--- config.mk ---
export PLATFORM = sky130hd
export DESIGN_NAME = scandoubler_top
export DESIGN_NICKNAME = d
export VERILOG_FILES = /design/src/logic/scandbl_pkg.sv /design/src/logic/clk_enable_gen.sv /design/src/logic/vdp_line_capture.sv /design/src/logic/line_buffer.sv /design/src/logic/vga_line_replay.sv /design/src/logic/tms9918_palette.sv /design/src/logic/scandoubler_top.sv
export SDC_FILE = /design/constraint.sdc
export NUM_CORES = 1
export LEC_CHECK = 0
export ABC_CLOCK_PERIOD_IN_PS = 3450
export BUFFER_PORTS_ARGS = -buffer_cell sky130_fd_sc_hd__clkbuf_2
export CORE_MARGIN = 2
export CORE_UTILIZATION = 60
export CTS_BUF_LIST = sky130_fd_sc_hd__clkbuf_16
export CTS_CLUSTER_DIAMETER = 60
export DETAILED_ROUTE_END_ITERATION = 16
export HOLD_SLACK_MARGIN = 0.02
export PLACE_DENSITY_LB_ADDON = 0.05
export SETUP_SLACK_MARGIN = 0.15
export SLEW_MARGIN = 0
export SYNTH_ARGS = -nofsm -noshare
export SYNTH_HDL_FRONTEND = slang
export SYNTH_HIERARCHICAL = 1
export SYNTH_SLANG_ARGS = --single-unit
--- constraint.sdc ---
create_clock -name clk -period 3.45 [get_ports clk]
set_input_delay 0 -clock clk [delete_from_list [all_inputs] [get_ports clk]]
set_output_delay 0 -clock clk [all_outputs]
set_load 0.02 [all_outputs]
--- src/logic/scandbl_pkg.sv ---
`default_nettype none

package scandbl_pkg;

   // line geometry, identical on the vdp and vga side.
   localparam int LINE_TOTAL    = 96;                        // ticks per line.
   localparam int SYNC_TICKS    = 8;                         // sync pulse length.
   localparam int ACTIVE_PIXELS = LINE_TOTAL - SYNC_TICKS;   // stored pixels.
   localparam int COL_W         = 7;                         // column address bits.

   typedef logic [3:0]  color_t;   // palette index, 0 is transparent.
   typedef logic [11:0] rgb_t;     // red, green, blue nibbles.

   // TMS9918 colours at 4 bits per channel.
   localparam rgb_t PALETTE [16] = '{
      12'h000,   // transparent.
      12'h000,   // black.
      12'h2c4,   // medium green.
      12'h5e7,   // light green.
      12'h55e,   // dark blue.
      12'h77f,   // light blue.
      12'hd54,   // dark red.
      12'h4ef,   // cyan.
      12'hf55,   // medium red.
      12'hf77,   // light red.
      12'hdc5,   // dark yellow.
      12'hec8,   // light yellow.
      12'h2b3,   // dark green.
      12'hc5b,   // magenta.
      12'hccc,   // gray.
      12'hfff    // white.
   };

   typedef enum logic {
      CAP_SYNC,
      CAP_ACTIVE
   } capture_state_t;

   typedef enum logic [1:0] {
      REP_IDLE,
      REP_SYNC,
      REP_ACTIVE
   } replay_state_t;

endpackage

`default_nettype wire

--- src/logic/clk_enable_gen.sv ---
`default_nettype none

module clk_enable_gen (
   input  logic clk,
   input  logic rst_i,
   output logic vga_clk_en_o,
   output logic vdp_clk_en_o
);

   logic [1:0] phase;

   always_ff @(posedge clk) begin
      if (rst_i) begin
         phase        <= 2'd0;
         vga_clk_en_o <= 1'b0;
         vdp_clk_en_o <= 1'b0;
      end else begin
         phase        <= phase + 2'd1;
         vga_clk_en_o <= phase[0];          // every other clock.
         vdp_clk_en_o <= (phase == 2'd3);   // one in four, on a vga tick.
      end
   end

endmodule

`default_nettype wire

--- src/logic/vdp_line_capture.sv ---
`default_nettype none

module vdp_line_capture (
   input  logic                          clk,
   input  logic                          rst_i,
   input  logic                          clk_en_i,
   input  logic                          hsync_i,
   input  scandbl_pkg::color_t           color_i,
   output logic                          wr_en_o,
   output logic                          wr_bank_o,
   output logic [scandbl_pkg::COL_W-1:0] wr_col_o,
   output scandbl_pkg::color_t           wr_color_o,
   output logic                          line_done_o
);

   scandbl_pkg::capture_state_t   state;
   logic                          sync_q;
   logic [scandbl_pkg::COL_W-1:0] col;
   logic                          sync_rise;
   logic                          sync_fall;
   logic                          col_open;

   assign sync_rise = hsync_i & ~sync_q;
   assign sync_fall = ~hsync_i & sync_q;
   assign col_open  = (col < scandbl_pkg::COL_W'(scandbl_pkg::ACTIVE_PIXELS));

   always_ff @(posedge clk) begin
      if (rst_i) begin
         state       <= scandbl_pkg::CAP_SYNC;
         sync_q      <= 1'b1;   // reset counts as sync, first rise ends a real line.
         col         <= '0;
         wr_bank_o   <= 1'b0;
         wr_en_o     <= 1'b0;
         line_done_o <= 1'b0;
      end else begin
         wr_en_o     <= 1'b0;
         line_done_o <= 1'b0;
         if (clk_en_i) begin
            sync_q <= hsync_i;
            if (sync_rise) begin
               line_done_o <= 1'b1;         // line in the old bank is complete.
               wr_bank_o   <= ~wr_bank_o;
               state       <= scandbl_pkg::CAP_SYNC;
            end else if (sync_fall) begin
               state   <= scandbl_pkg::CAP_ACTIVE;
               col     <= scandbl_pkg::COL_W'(1);
               wr_en_o <= 1'b1;             // first pixel comes with the edge.
            end else if (state == scandbl_pkg::CAP_ACTIVE && col_open) begin
               col     <= col + 1'b1;
               wr_en_o <= 1'b1;
            end
         end
      end
   end

   // write address and data follow the sample.
   always_ff @(posedge clk) begin
      if (clk_en_i) begin
         wr_col_o   <= sync_fall ? '0 : col;
         wr_color_o <= color_i;
      end
   end

endmodule

`default_nettype wire

--- src/logic/line_buffer.sv ---
`default_nettype none

module line_buffer (
   input  logic                          clk,
   input  logic                          wr_en_i,
   input  logic                          wr_bank_i,
   input  logic [scandbl_pkg::COL_W-1:0] wr_col_i,
   input  scandbl_pkg::color_t           wr_color_i,
   input  logic                          rd_bank_i,
   input  logic [scandbl_pkg::COL_W-1:0] rd_col_i,
   output scandbl_pkg::color_t           rd_color_o
);

   // bank, then column.
   scandbl_pkg::color_t mem [2][scandbl_pkg::ACTIVE_PIXELS];

   always_ff @(posedge clk) begin
      if (wr_en_i) begin
         mem[wr_bank_i][wr_col_i] <= wr_color_i;
      end
   end

   always_ff @(posedge clk) begin
      rd_color_o <= mem[rd_bank_i][rd_col_i];   // one clock after the address.
   end

endmodule

`default_nettype wire

--- src/logic/vga_line_replay.sv ---
`default_nettype none

module vga_line_replay (
   input  logic                          clk,
   input  logic                          rst_i,
   input  logic                          clk_en_i,
   input  logic                          line_done_i,
   input  logic                          wr_bank_i,
   output logic                          rd_bank_o,
   output logic [scandbl_pkg::COL_W-1:0] rd_col_o,
   output logic                          hsync_o,
   output logic                          blank_o
);

   scandbl_pkg::replay_state_t    state;
   logic [scandbl_pkg::COL_W-1:0] tick;
   logic                          second;
   logic                          sync_q;
   logic                          blank_q;
   logic [1:0]                    sync_d;
   logic                          blank_d;
   logic                          sync_end;
   logic                          line_end;

   assign sync_end = (tick == scandbl_pkg::COL_W'(scandbl_pkg::SYNC_TICKS - 1));
   assign line_end = (tick == scandbl_pkg::COL_W'(scandbl_pkg::LINE_TOTAL - 1));

   always_ff @(posedge clk) begin
      if (rst_i) begin
         state     <= scandbl_pkg::REP_IDLE;
         tick      <= '0;
         second    <= 1'b0;
         sync_q    <= 1'b0;
         blank_q   <= 1'b1;
         rd_bank_o <= 1'b0;
      end else if (line_done_i) begin
         state     <= scandbl_pkg::REP_SYNC;    // restarts even mid-replay.
         tick      <= '0;
         second    <= 1'b0;
         sync_q    <= 1'b1;
         blank_q   <= 1'b1;
         rd_bank_o <= ~wr_bank_i;               // capture has already moved on.
      end else if (clk_en_i) begin
         case (state)
            scandbl_pkg::REP_SYNC: begin
               tick <= tick + 1'b1;
               if (sync_end) begin
                  state   <= scandbl_pkg::REP_ACTIVE;
                  sync_q  <= 1'b0;
                  blank_q <= 1'b0;
               end
            end
            scandbl_pkg::REP_ACTIVE: begin
               if (line_end) begin
                  tick    <= '0;
                  second  <= 1'b1;
                  blank_q <= 1'b1;
                  if (second) begin
                     state <= scandbl_pkg::REP_IDLE;
                  end else begin
                     state  <= scandbl_pkg::REP_SYNC;   // same line once more.
                     sync_q <= 1'b1;
                  end
               end else begin
                  tick <= tick + 1'b1;
               end
            end
            default: begin
               sync_q  <= 1'b0;
               blank_q <= 1'b1;
            end
         endcase
      end
   end

   // column runs in step with the active ticks.
   always_ff @(posedge clk) begin
      if (clk_en_i) begin
         if (state == scandbl_pkg::REP_SYNC) begin
            rd_col_o <= '0;
         end else if (state == scandbl_pkg::REP_ACTIVE) begin
            rd_col_o <= rd_col_o + 1'b1;
         end
      end
   end

   // store read plus palette register make two clocks.
   always_ff @(posedge clk) begin
      if (rst_i) begin
         sync_d  <= 2'b00;
         blank_d <= 1'b1;
      end else begin
         sync_d  <= {sync_d[0], sync_q};
         blank_d <= blank_q;   // second stage is the palette register.
      end
   end

   assign hsync_o = sync_d[1];
   assign blank_o = blank_d;

endmodule

`default_nettype wire

--- src/logic/tms9918_palette.sv ---
`default_nettype none

module tms9918_palette (
   input  logic                clk,
   input  logic                rst_i,
   input  logic                blank_i,
   input  scandbl_pkg::color_t index_i,
   output scandbl_pkg::rgb_t   rgb_o
);

   scandbl_pkg::rgb_t lookup;

   assign lookup = scandbl_pkg::PALETTE[index_i];

   always_ff @(posedge clk) begin
      if (rst_i || blank_i) begin
         rgb_o <= '0;       // black outside the active part.
      end else begin
         rgb_o <= lookup;
      end
   end

endmodule

`default_nettype wire

--- src/logic/scandoubler_top.sv ---
`default_nettype none

module scandoubler_top (
   input  logic                clk,
   input  logic                rst_i,
   input  logic                vdp_hsync_i,
   input  scandbl_pkg::color_t vdp_color_i,
   output logic                vdp_clk_en_o,
   output logic                vga_clk_en_o,
   output logic                vga_hsync_o,
   output scandbl_pkg::rgb_t   rgb_o
);

   logic                          wr_en;
   logic                          wr_bank;
   logic [scandbl_pkg::COL_W-1:0] wr_col;
   scandbl_pkg::color_t           wr_color;
   logic                          line_done;
   logic                          rd_bank;
   logic [scandbl_pkg::COL_W-1:0] rd_col;
   scandbl_pkg::color_t           rd_color;
   logic                          blank;

   clk_enable_gen enables (
      .clk          (clk),
      .rst_i        (rst_i),
      .vga_clk_en_o (vga_clk_en_o),
      .vdp_clk_en_o (vdp_clk_en_o)
   );

   vdp_line_capture capture (
      .clk         (clk),
      .rst_i       (rst_i),
      .clk_en_i    (vdp_clk_en_o),
      .hsync_i     (vdp_hsync_i),
      .color_i     (vdp_color_i),
      .wr_en_o     (wr_en),
      .wr_bank_o   (wr_bank),
      .wr_col_o    (wr_col),
      .wr_color_o  (wr_color),
      .line_done_o (line_done)
   );

   line_buffer store (
      .clk        (clk),
      .wr_en_i    (wr_en),
      .wr_bank_i  (wr_bank),
      .wr_col_i   (wr_col),
      .wr_color_i (wr_color),
      .rd_bank_i  (rd_bank),
      .rd_col_i   (rd_col),
      .rd_color_o (rd_color)
   );

   vga_line_replay replay (
      .clk         (clk),
      .rst_i       (rst_i),
      .clk_en_i    (vga_clk_en_o),
      .line_done_i (line_done),
      .wr_bank_i   (wr_bank),
      .rd_bank_o   (rd_bank),
      .rd_col_o    (rd_col),
      .hsync_o     (vga_hsync_o),
      .blank_o     (blank)
   );

   tms9918_palette palette (
      .clk     (clk),
      .rst_i   (rst_i),
      .blank_i (blank),
      .index_i (rd_color),
      .rgb_o   (rgb_o)
   );

endmodule

`default_nettype wire

Word level (Yosys, flattened, before mapping)
Memory sizes are Yosys's and may differ from the RTL's. A register that Yosys moved wholly into a read port is not among the register bits.
Cells that the tools add are included.
{ "classes": {"n_addsub": 4, "order_cmp": 4, "eq_ne": 10, "muxes": 33, "bitwise": 10, "n_reduce_logical": 20} }
{ "op_table": {"columns": ["op", "count"], "rows": [
  ["$mux 352", 1],
  ["$bmux 4 s7", 1],
  ["$demux 4 s7", 1],
  ["$mux 7", 4],
  ["$add 7x1->7 const B", 3],
  ["$mux 1", 17],
  ["$ge 8x8->1 const B", 2],
  ["$not 7->8", 2],
  ["$pmux 7 s2", 1],
  ["$mux 4", 3],
  ["$reduce_and 4->1", 3],
  ["$reduce_and 3->1", 3],
  ["$lt 8x1->1 const B", 1],
  ["$reduce_bool 2->1", 4],
  ["$eq 7x3->1 const B", 1],
  ["$eq 7x7->1 const B", 1],
  ["$lt 7x7->1 const B", 1],
  ["$ne 3x2->1 const B", 2],
  ["$reduce_and 2->1", 3],
  ["$not 1->1", 5],
  ["$not 4->5", 1],
  ["$eq 2x2->1 const B", 2],
  ["$mux 2", 2],
  ["$ne 2x1->1 const B", 2],
  ["other kinds (11)", 15]
]} }
{ "word_totals": {"reg_bits": 54, "ramBits": 704, "mem_bits_ro": 192, "inputBits": 7, "output_inout_bits": 15, "wordCells": 105, "n_memories": 2} }
{ "mem_list": {"columns": ["memory", "depth", "word_bits", "read_ports", "rd_clocked_by_memory_dff", "write_ports", "line", "source"], "rows": [
  ["store.mem", 2, 352, 1, 1, 1, "line_buffer.sv:15", "scandbl_pkg::color_t mem [2][scandbl_pkg::ACTIVE_PIXELS];"],
  ["(name not given)", 16, 12, 1, 1, 0, "tms9918_palette.sv:13", "assign lookup = scandbl_pkg::PALETTE[index_i];"]
]} }

Longest topological paths before layout
{ "depth": {"depth_word": 6, "depth_mapped": 11} }

Modules after synthesis
The synthesis kept the hierarchy.
{ "by_module_without_submodules": {"columns": ["module", "instances", "cells_each", "area_per_inst_um2", "seq_area_each_um2"], "rows": [
  ["line_buffer", 1, 1432, 28252.1, 21220.4],
  ["vga_line_replay", 1, 102, 1026.0, 530.5],
  ["vdp_line_capture", 1, 81, 929.6, 570.5],
  ["tms9918_palette", 1, 69, 649.4, 240.2],
  ["clk_enable_gen", 1, 9, 117.6, 80.1]
]} }

Least setup slack after synthesis
OpenSTA, ideal clock, no wires.
{ "synth_timing": {"path_kind": "reg-to-reg", "startpoint": "register capture.wr_color_o[0]", "endpoint": "memory store/mem[0][0] (netlist name) (data pin)", "arrival_time_ns": 2.313, "required_ns": 2.826, "setup_slack_ns": 0.513, "path_stages_with_launch": 1, "path_buffers": 0, "cell_sequence": "edfxtp_1"} }
{ "synth_lines": {"columns": ["element", "line", "source"], "rows": [
  ["from (decl)", "vdp_line_capture.sv:12", "output scandbl_pkg::color_t wr_color_o,"],
  ["from (signal assigned)", "vdp_line_capture.sv:60", "wr_color_o <= color_i;"],
  ["to (decl)", "line_buffer.sv:15", null]
]} }
Straight into the memory's write port.

==> impl_metrics.xml <==
<?xml version="1.0" encoding="UTF-8"?>
<metrics>
  <group name="outcome">
    <metric name="status" unit="">complete, no violations</metric>
  </group>
  <group name="detailed_routing">
    <metric name="drc" unit="">0</metric>
    <metric name="drtIter0Drc" unit="">1702</metric>
    <metric name="detailroute.wirelength.met3" unit="um">5732</metric>
    <metric name="wl" unit="um">70550</metric>
    <metric name="antenna_violating_nets_post_route" unit="">0</metric>
    <metric name="met2RoutedLength" unit="um">34090</metric>
    <metric name="via_per_inst" unit="">6.394</metric>
    <metric name="detail_route.first_pass.iterations" unit="">6</metric>
    <metric name="via_count" unit="">16050</metric>
    <metric name="wl_per_cell" unit="um">28.11</metric>
    <metric name="m1WireLength" unit="um">28520</metric>
    <metric name="highest-signal-layer" unit="">met4</metric>
  </group>
  <group name="synthesis">
    <metric name="ys_ff_latch" unit="">770</metric>
    <metric name="syn_avg_cell_area" unit="um^2">18.30</metric>
    <metric name="synth_edf_count" unit="">722</metric>
    <metric name="ys_dominant_reg_cell" unit="">edfxtp_1</metric>
    <metric name="synth_cell_types" unit="">70</metric>
    <metric name="mappedNetlistArea" unit="um^2">30970</metric>
    <metric name="synth_nets" unit="">1715</metric>
    <metric name="yosys_warnings" unit="">6</metric>
    <metric name="synthArstFlopShare" unit="%">0</metric>
    <metric name="ys_seq_area_share" unit="%">73.10</metric>
    <metric name="synthCells" unit="">1693</metric>
  </group>
  <group name="clock_tree">
    <metric name="cts-htree-levels" unit="">3</metric>
    <metric name="cts_hold_buf" unit="">7</metric>
    <metric name="cts_tree" unit="">built</metric>
    <metric name="cts_buffers" unit="">78</metric>
    <metric name="bufs_on_longest_clock_path" unit="">3</metric>
    <metric name="ctsResizeCount" unit="">0</metric>
    <metric name="clock_insertion_delay_worst_skew" unit="ns">0.62</metric>
    <metric name="cts.repair_timing.setup_buffer_count" unit="">0</metric>
    <metric name="path_clk_slew" unit="ns">0.06</metric>
    <metric name="clk_root_buffer_cell" unit="">clkbuf_16</metric>
    <metric name="cts_num_sinks" unit="">770</metric>
  </group>
  <group name="sta">
    <metric name="worst_slew_pin_slew" unit="ns">1.084</metric>
    <metric name="setup_repair_after_global_routing_missed_its_margin" unit="">no</metric>
    <metric name="slew_headroom" unit="%">27.55</metric>
    <metric name="final_period_minus_worst_setup_slack" unit="ns">2.866</metric>
    <metric name="tns" unit="ns">0</metric>
    <metric name="report.final.hold_viol_count" unit="">0</metric>
    <metric name="finalSetupViolations" unit="">0</metric>
    <metric name="maxClockFrequency" unit="MHz">348.9</metric>
    <metric name="min_period_over_period" unit="%">83.08</metric>
    <metric name="timing.clock.skew" unit="ns">0.02244</metric>
    <metric name="timing.final.max_slew_violations" unit="">0</metric>
  </group>
  <group name="critical_path">
    <metric name="critPathMaxFanout" unit="">23</metric>
    <metric name="critPathKind" unit="">reg -&gt; reg</metric>
    <metric name="critical_path.reg2reg.endpoint" unit="">store/rd_color_o[1]</metric>
    <metric name="worstPathBufferInverterCount" unit="">2</metric>
    <metric name="critical_path.reg2reg.startpoint" unit="">replay/rd_bank_o</metric>
    <metric name="worst-r2r-setup-slack" unit="ns">0.58</metric>
    <metric name="cp-end-kind" unit="">register</metric>
    <metric name="worstPathCellList" unit="">buf_12 &gt; buf_4 &gt; mux4_2 &gt; a22o_1 &gt; o21ai_1 &gt; o31ai_1 &gt; nor4_1 &gt; o32ai_1</metric>
    <metric name="critPathLaunchType" unit="">register</metric>
    <metric name="critPathRequiredTime" unit="ns">3.92</metric>
    <metric name="worst_path_max_delay_cell" unit="">mux4_2</metric>
    <metric name="reg2reg_depth" unit="">8</metric>
    <metric name="timing.critical_path.slowest_cell_delay" unit="ns">0.54</metric>
    <metric name="timing.critical_path.arrival" unit="ns">3.34</metric>
    <metric name="cp_top_family" unit="">compound AO/OA/AOI/OAI gates</metric>
  </group>
  <group name="pwr">
    <metric name="power_density_normalized_to_cell_area" unit="nW/um^2">543.7</metric>
    <metric name="finalPower" unit="mW">18.80</metric>
    <metric name="leakage" unit="nW">10.71</metric>
    <metric name="ir_worst_vdd" unit="uV">429.0</metric>
  </group>
  <group name="grt">
    <metric name="grt_antenna_before_repair" unit="">0</metric>
    <metric name="track_usage" unit="%">27.16</metric>
    <metric name="grt_pass1_wl" unit="um">104900</metric>
    <metric name="grt_remaining_overflow" unit="">0</metric>
    <metric name="pin_count_of_the_biggest_net_entering_global_routing" unit="">177</metric>
    <metric name="number_of_global_route_vias_before_repair" unit="">16170</metric>
  </group>
  <group name="flow_run">
    <metric name="maxCapViolCount" unit="">0</metric>
  </group>
  <group name="floorplan">
    <metric name="placementRows" unit="">83</metric>
    <metric name="core_region_area" unit="um^2">51200</metric>
    <metric name="die_x" unit="um">231.2</metric>
    <metric name="boundaryPins" unit="">22</metric>
    <metric name="start_util" unit="%">60.50</metric>
    <metric name="die_y" unit="um">231.2</metric>
    <metric name="die-area" unit="um^2">53460</metric>
  </group>
  <group name="layout">
    <metric name="layout.nets" unit="">1791</metric>
    <metric name="post_route_cells_drive_above_1_share" unit="%">20.16</metric>
    <metric name="number_of_inserted_diodes" unit="">0</metric>
    <metric name="final_cell_area" unit="um^2">34580</metric>
    <metric name="area_grow_syn2layout" unit="%">11.64</metric>
  </group>
  <group name="placed_design">
    <metric name="port-buffer-count" unit="">21</metric>
    <metric name="place.detailed.hpwl" unit="um">43680</metric>
    <metric name="globalplace.congestion" unit="">0.8459</metric>
    <metric name="place_area" unit="um^2">31890</metric>
  </group>
  <group name="hold_path">
    <metric name="hp-class" unit="">in -&gt; reg</metric>
    <metric name="worst_hold_path.num_cells" unit="">2</metric>
    <metric name="holdCritStartpoint" unit="">vdp_color_i[3]</metric>
    <metric name="hold_end" unit="">capture/wr_color_o[3]</metric>
  </group>
</metrics>
final cells by class:
| cell class | count | area (um^2) |
|---|---|---|
| Inverter | 17 | 66.31 |
| Clock inverter | 60 | 588.1 |
| Sequential cell | 770 | 22650 |
| Fill cell | 3354 | 16620 |
| Multi-Input combinational cell | 819 | 7639 |
| Timing Repair Buffer | 83 | 763.2 |
| Clock buffer | 81 | 2027 |
| Tap cell | 680 | 850.8 |
cells in the mapped netlist (all sizes together) (7+ instances only):
| library cell | instances | area (um^2) |
|---|---|---|
| edfxtp | 722 | 21680 |
| nor2 | 220 | 825.8 |
| mux4 | 158 | 3611 |
| mux2i | 65 | 650.6 |
| nand2 | 59 | 221.5 |
| buf | 51 | 493.0 |
| dfxtp | 48 | 960.9 |
| a21oi | 41 | 209.0 |
| clkbuf | 36 | 135.1 |
| nor2b | 26 | 165.2 |
| o21ai | 20 | 100.1 |
| inv | 17 | 66.31 |
| mux2 | 16 | 180.2 |
| ha | 15 | 187.7 |
| nor3 | 15 | 75.07 |
| a22oi | 14 | 105.1 |
| o22ai | 14 | 87.58 |
| a221oi | 13 | 138.9 |
| nand3 | 13 | 65.06 |
| nand2b | 10 | 62.56 |
| or2 | 9 | 56.31 |
| xor2 | 9 | 78.83 |
| nand4 | 8 | 50.05 |
| o31ai | 8 | 60.06 |
| a211oi | 7 | 52.55 |
per-stage QoR:
step	util (%)	instances	worst slack, ns	hold WS, ns
global placement	62.30	2362	0.6651	0.1798
detailed placement	62.30	2362	0.5868	0.1786
global route	67.54	2510	0.5262	0.1080
CTS	67.54	2510	0.5648	0.07890
finish	67.54	2510	0.5839	0.1113
floorplan	-	1693	0.5129	0.06579
state kept, by name, summed over array words and instances, names as in the netlist, 2 cells and up:
name and flops:
store/rd_color_o 4, replay/rd_col_o 7, capture/col 7, palette/rgb_o 12, capture/wr_col_o 7, capture/wr_color_o 4, replay/state 2, enables/phase 2
replay/tick 7, store/mem 704, replay/sync_d 2
power by group:
| part | switching, mW | internal (mW) | leakage, nW | total, mW |
|---|---|---|---|---|
| Combinational | 0.0734 | 0.0264 | 2.52 | 0.0998 |
| Sequential | 0.0112 | 10.1 | 6.87 | 10.1 |
| Clock | 3.44 | 5.14 | 1.32 | 8.58 |
| Total | 3.53 | 15.3 | 10.7 | 18.8 |
routing by layer:
layer,GRT usage [%],vias up
met5,0,-
met1,37.91,8322
li1,-,6923
met4,9.879,0
met2,42.85,672
met3,5.955,131
layout by cell type, fill, tap and decap left out, types with 8 or more instances in the layout:
master	instances
buf_12	14
mux2i_1	65
nor3_1	15
inv_1	30
a22oi_1	14
xor2_1	9
clkbuf_2	21
clkinv_1	17
o21ai_0	15
edfxtp_1	722
nand2b_1	10
ha_1	15
nand3_1	13
mux2_2	16
clkbuf_16	81
nor2_1	220
bufinv_16	12
mux4_2	144
or2_2	8
buf_4	41
mux4_1	14
a221oi_1	9
nor2b_1	25
o22ai_1	14
o31ai_1	8
a21oi_1	40
dfxtp_1	47
nand4_1	8
nand2_1	59
worst max-delay path by stage:
stage | startpoint | slack, ns | cells past startpoint | to
finish | replay/rd_bank_o | 0.58 | 8 | store/rd_color_o[1]
global route | replay/rd_bank_o | 0.53 | 7 | store/rd_color_o[0]
CTS | replay/rd_bank_o | 0.56 | 7 | store/rd_color_o[0]
detailed placement | replay/rd_bank_o | 0.59 | 7 | store/rd_color_o[0]
global placement | replay/rd_bank_o | 0.67 | 7 | store/rd_color_o[0]
floorplan | capture/wr_color_o[0] | 0.51 | 0 | store/mem[0][0]
cells by family (layout without fill, tap and decap cells):
| family | Yosys count | count (layout) | share of synthesized area, % |
|---|---|---|---|
| fa+ha+maj | 15 | 15 | 0.6059 |
| mux | 239 | 239 | 14.34 |
| buf+inv | 104 | 241 | 2.242 |
| simple gates | 391 | 391 | 5.647 |
| compound gates | 161 | 161 | 3.700 |
| flops | 770 | 770 | 73.10 |
| xor+xnor | 13 | 13 | 0.3676 |
(Power assumes the default switching activity.)
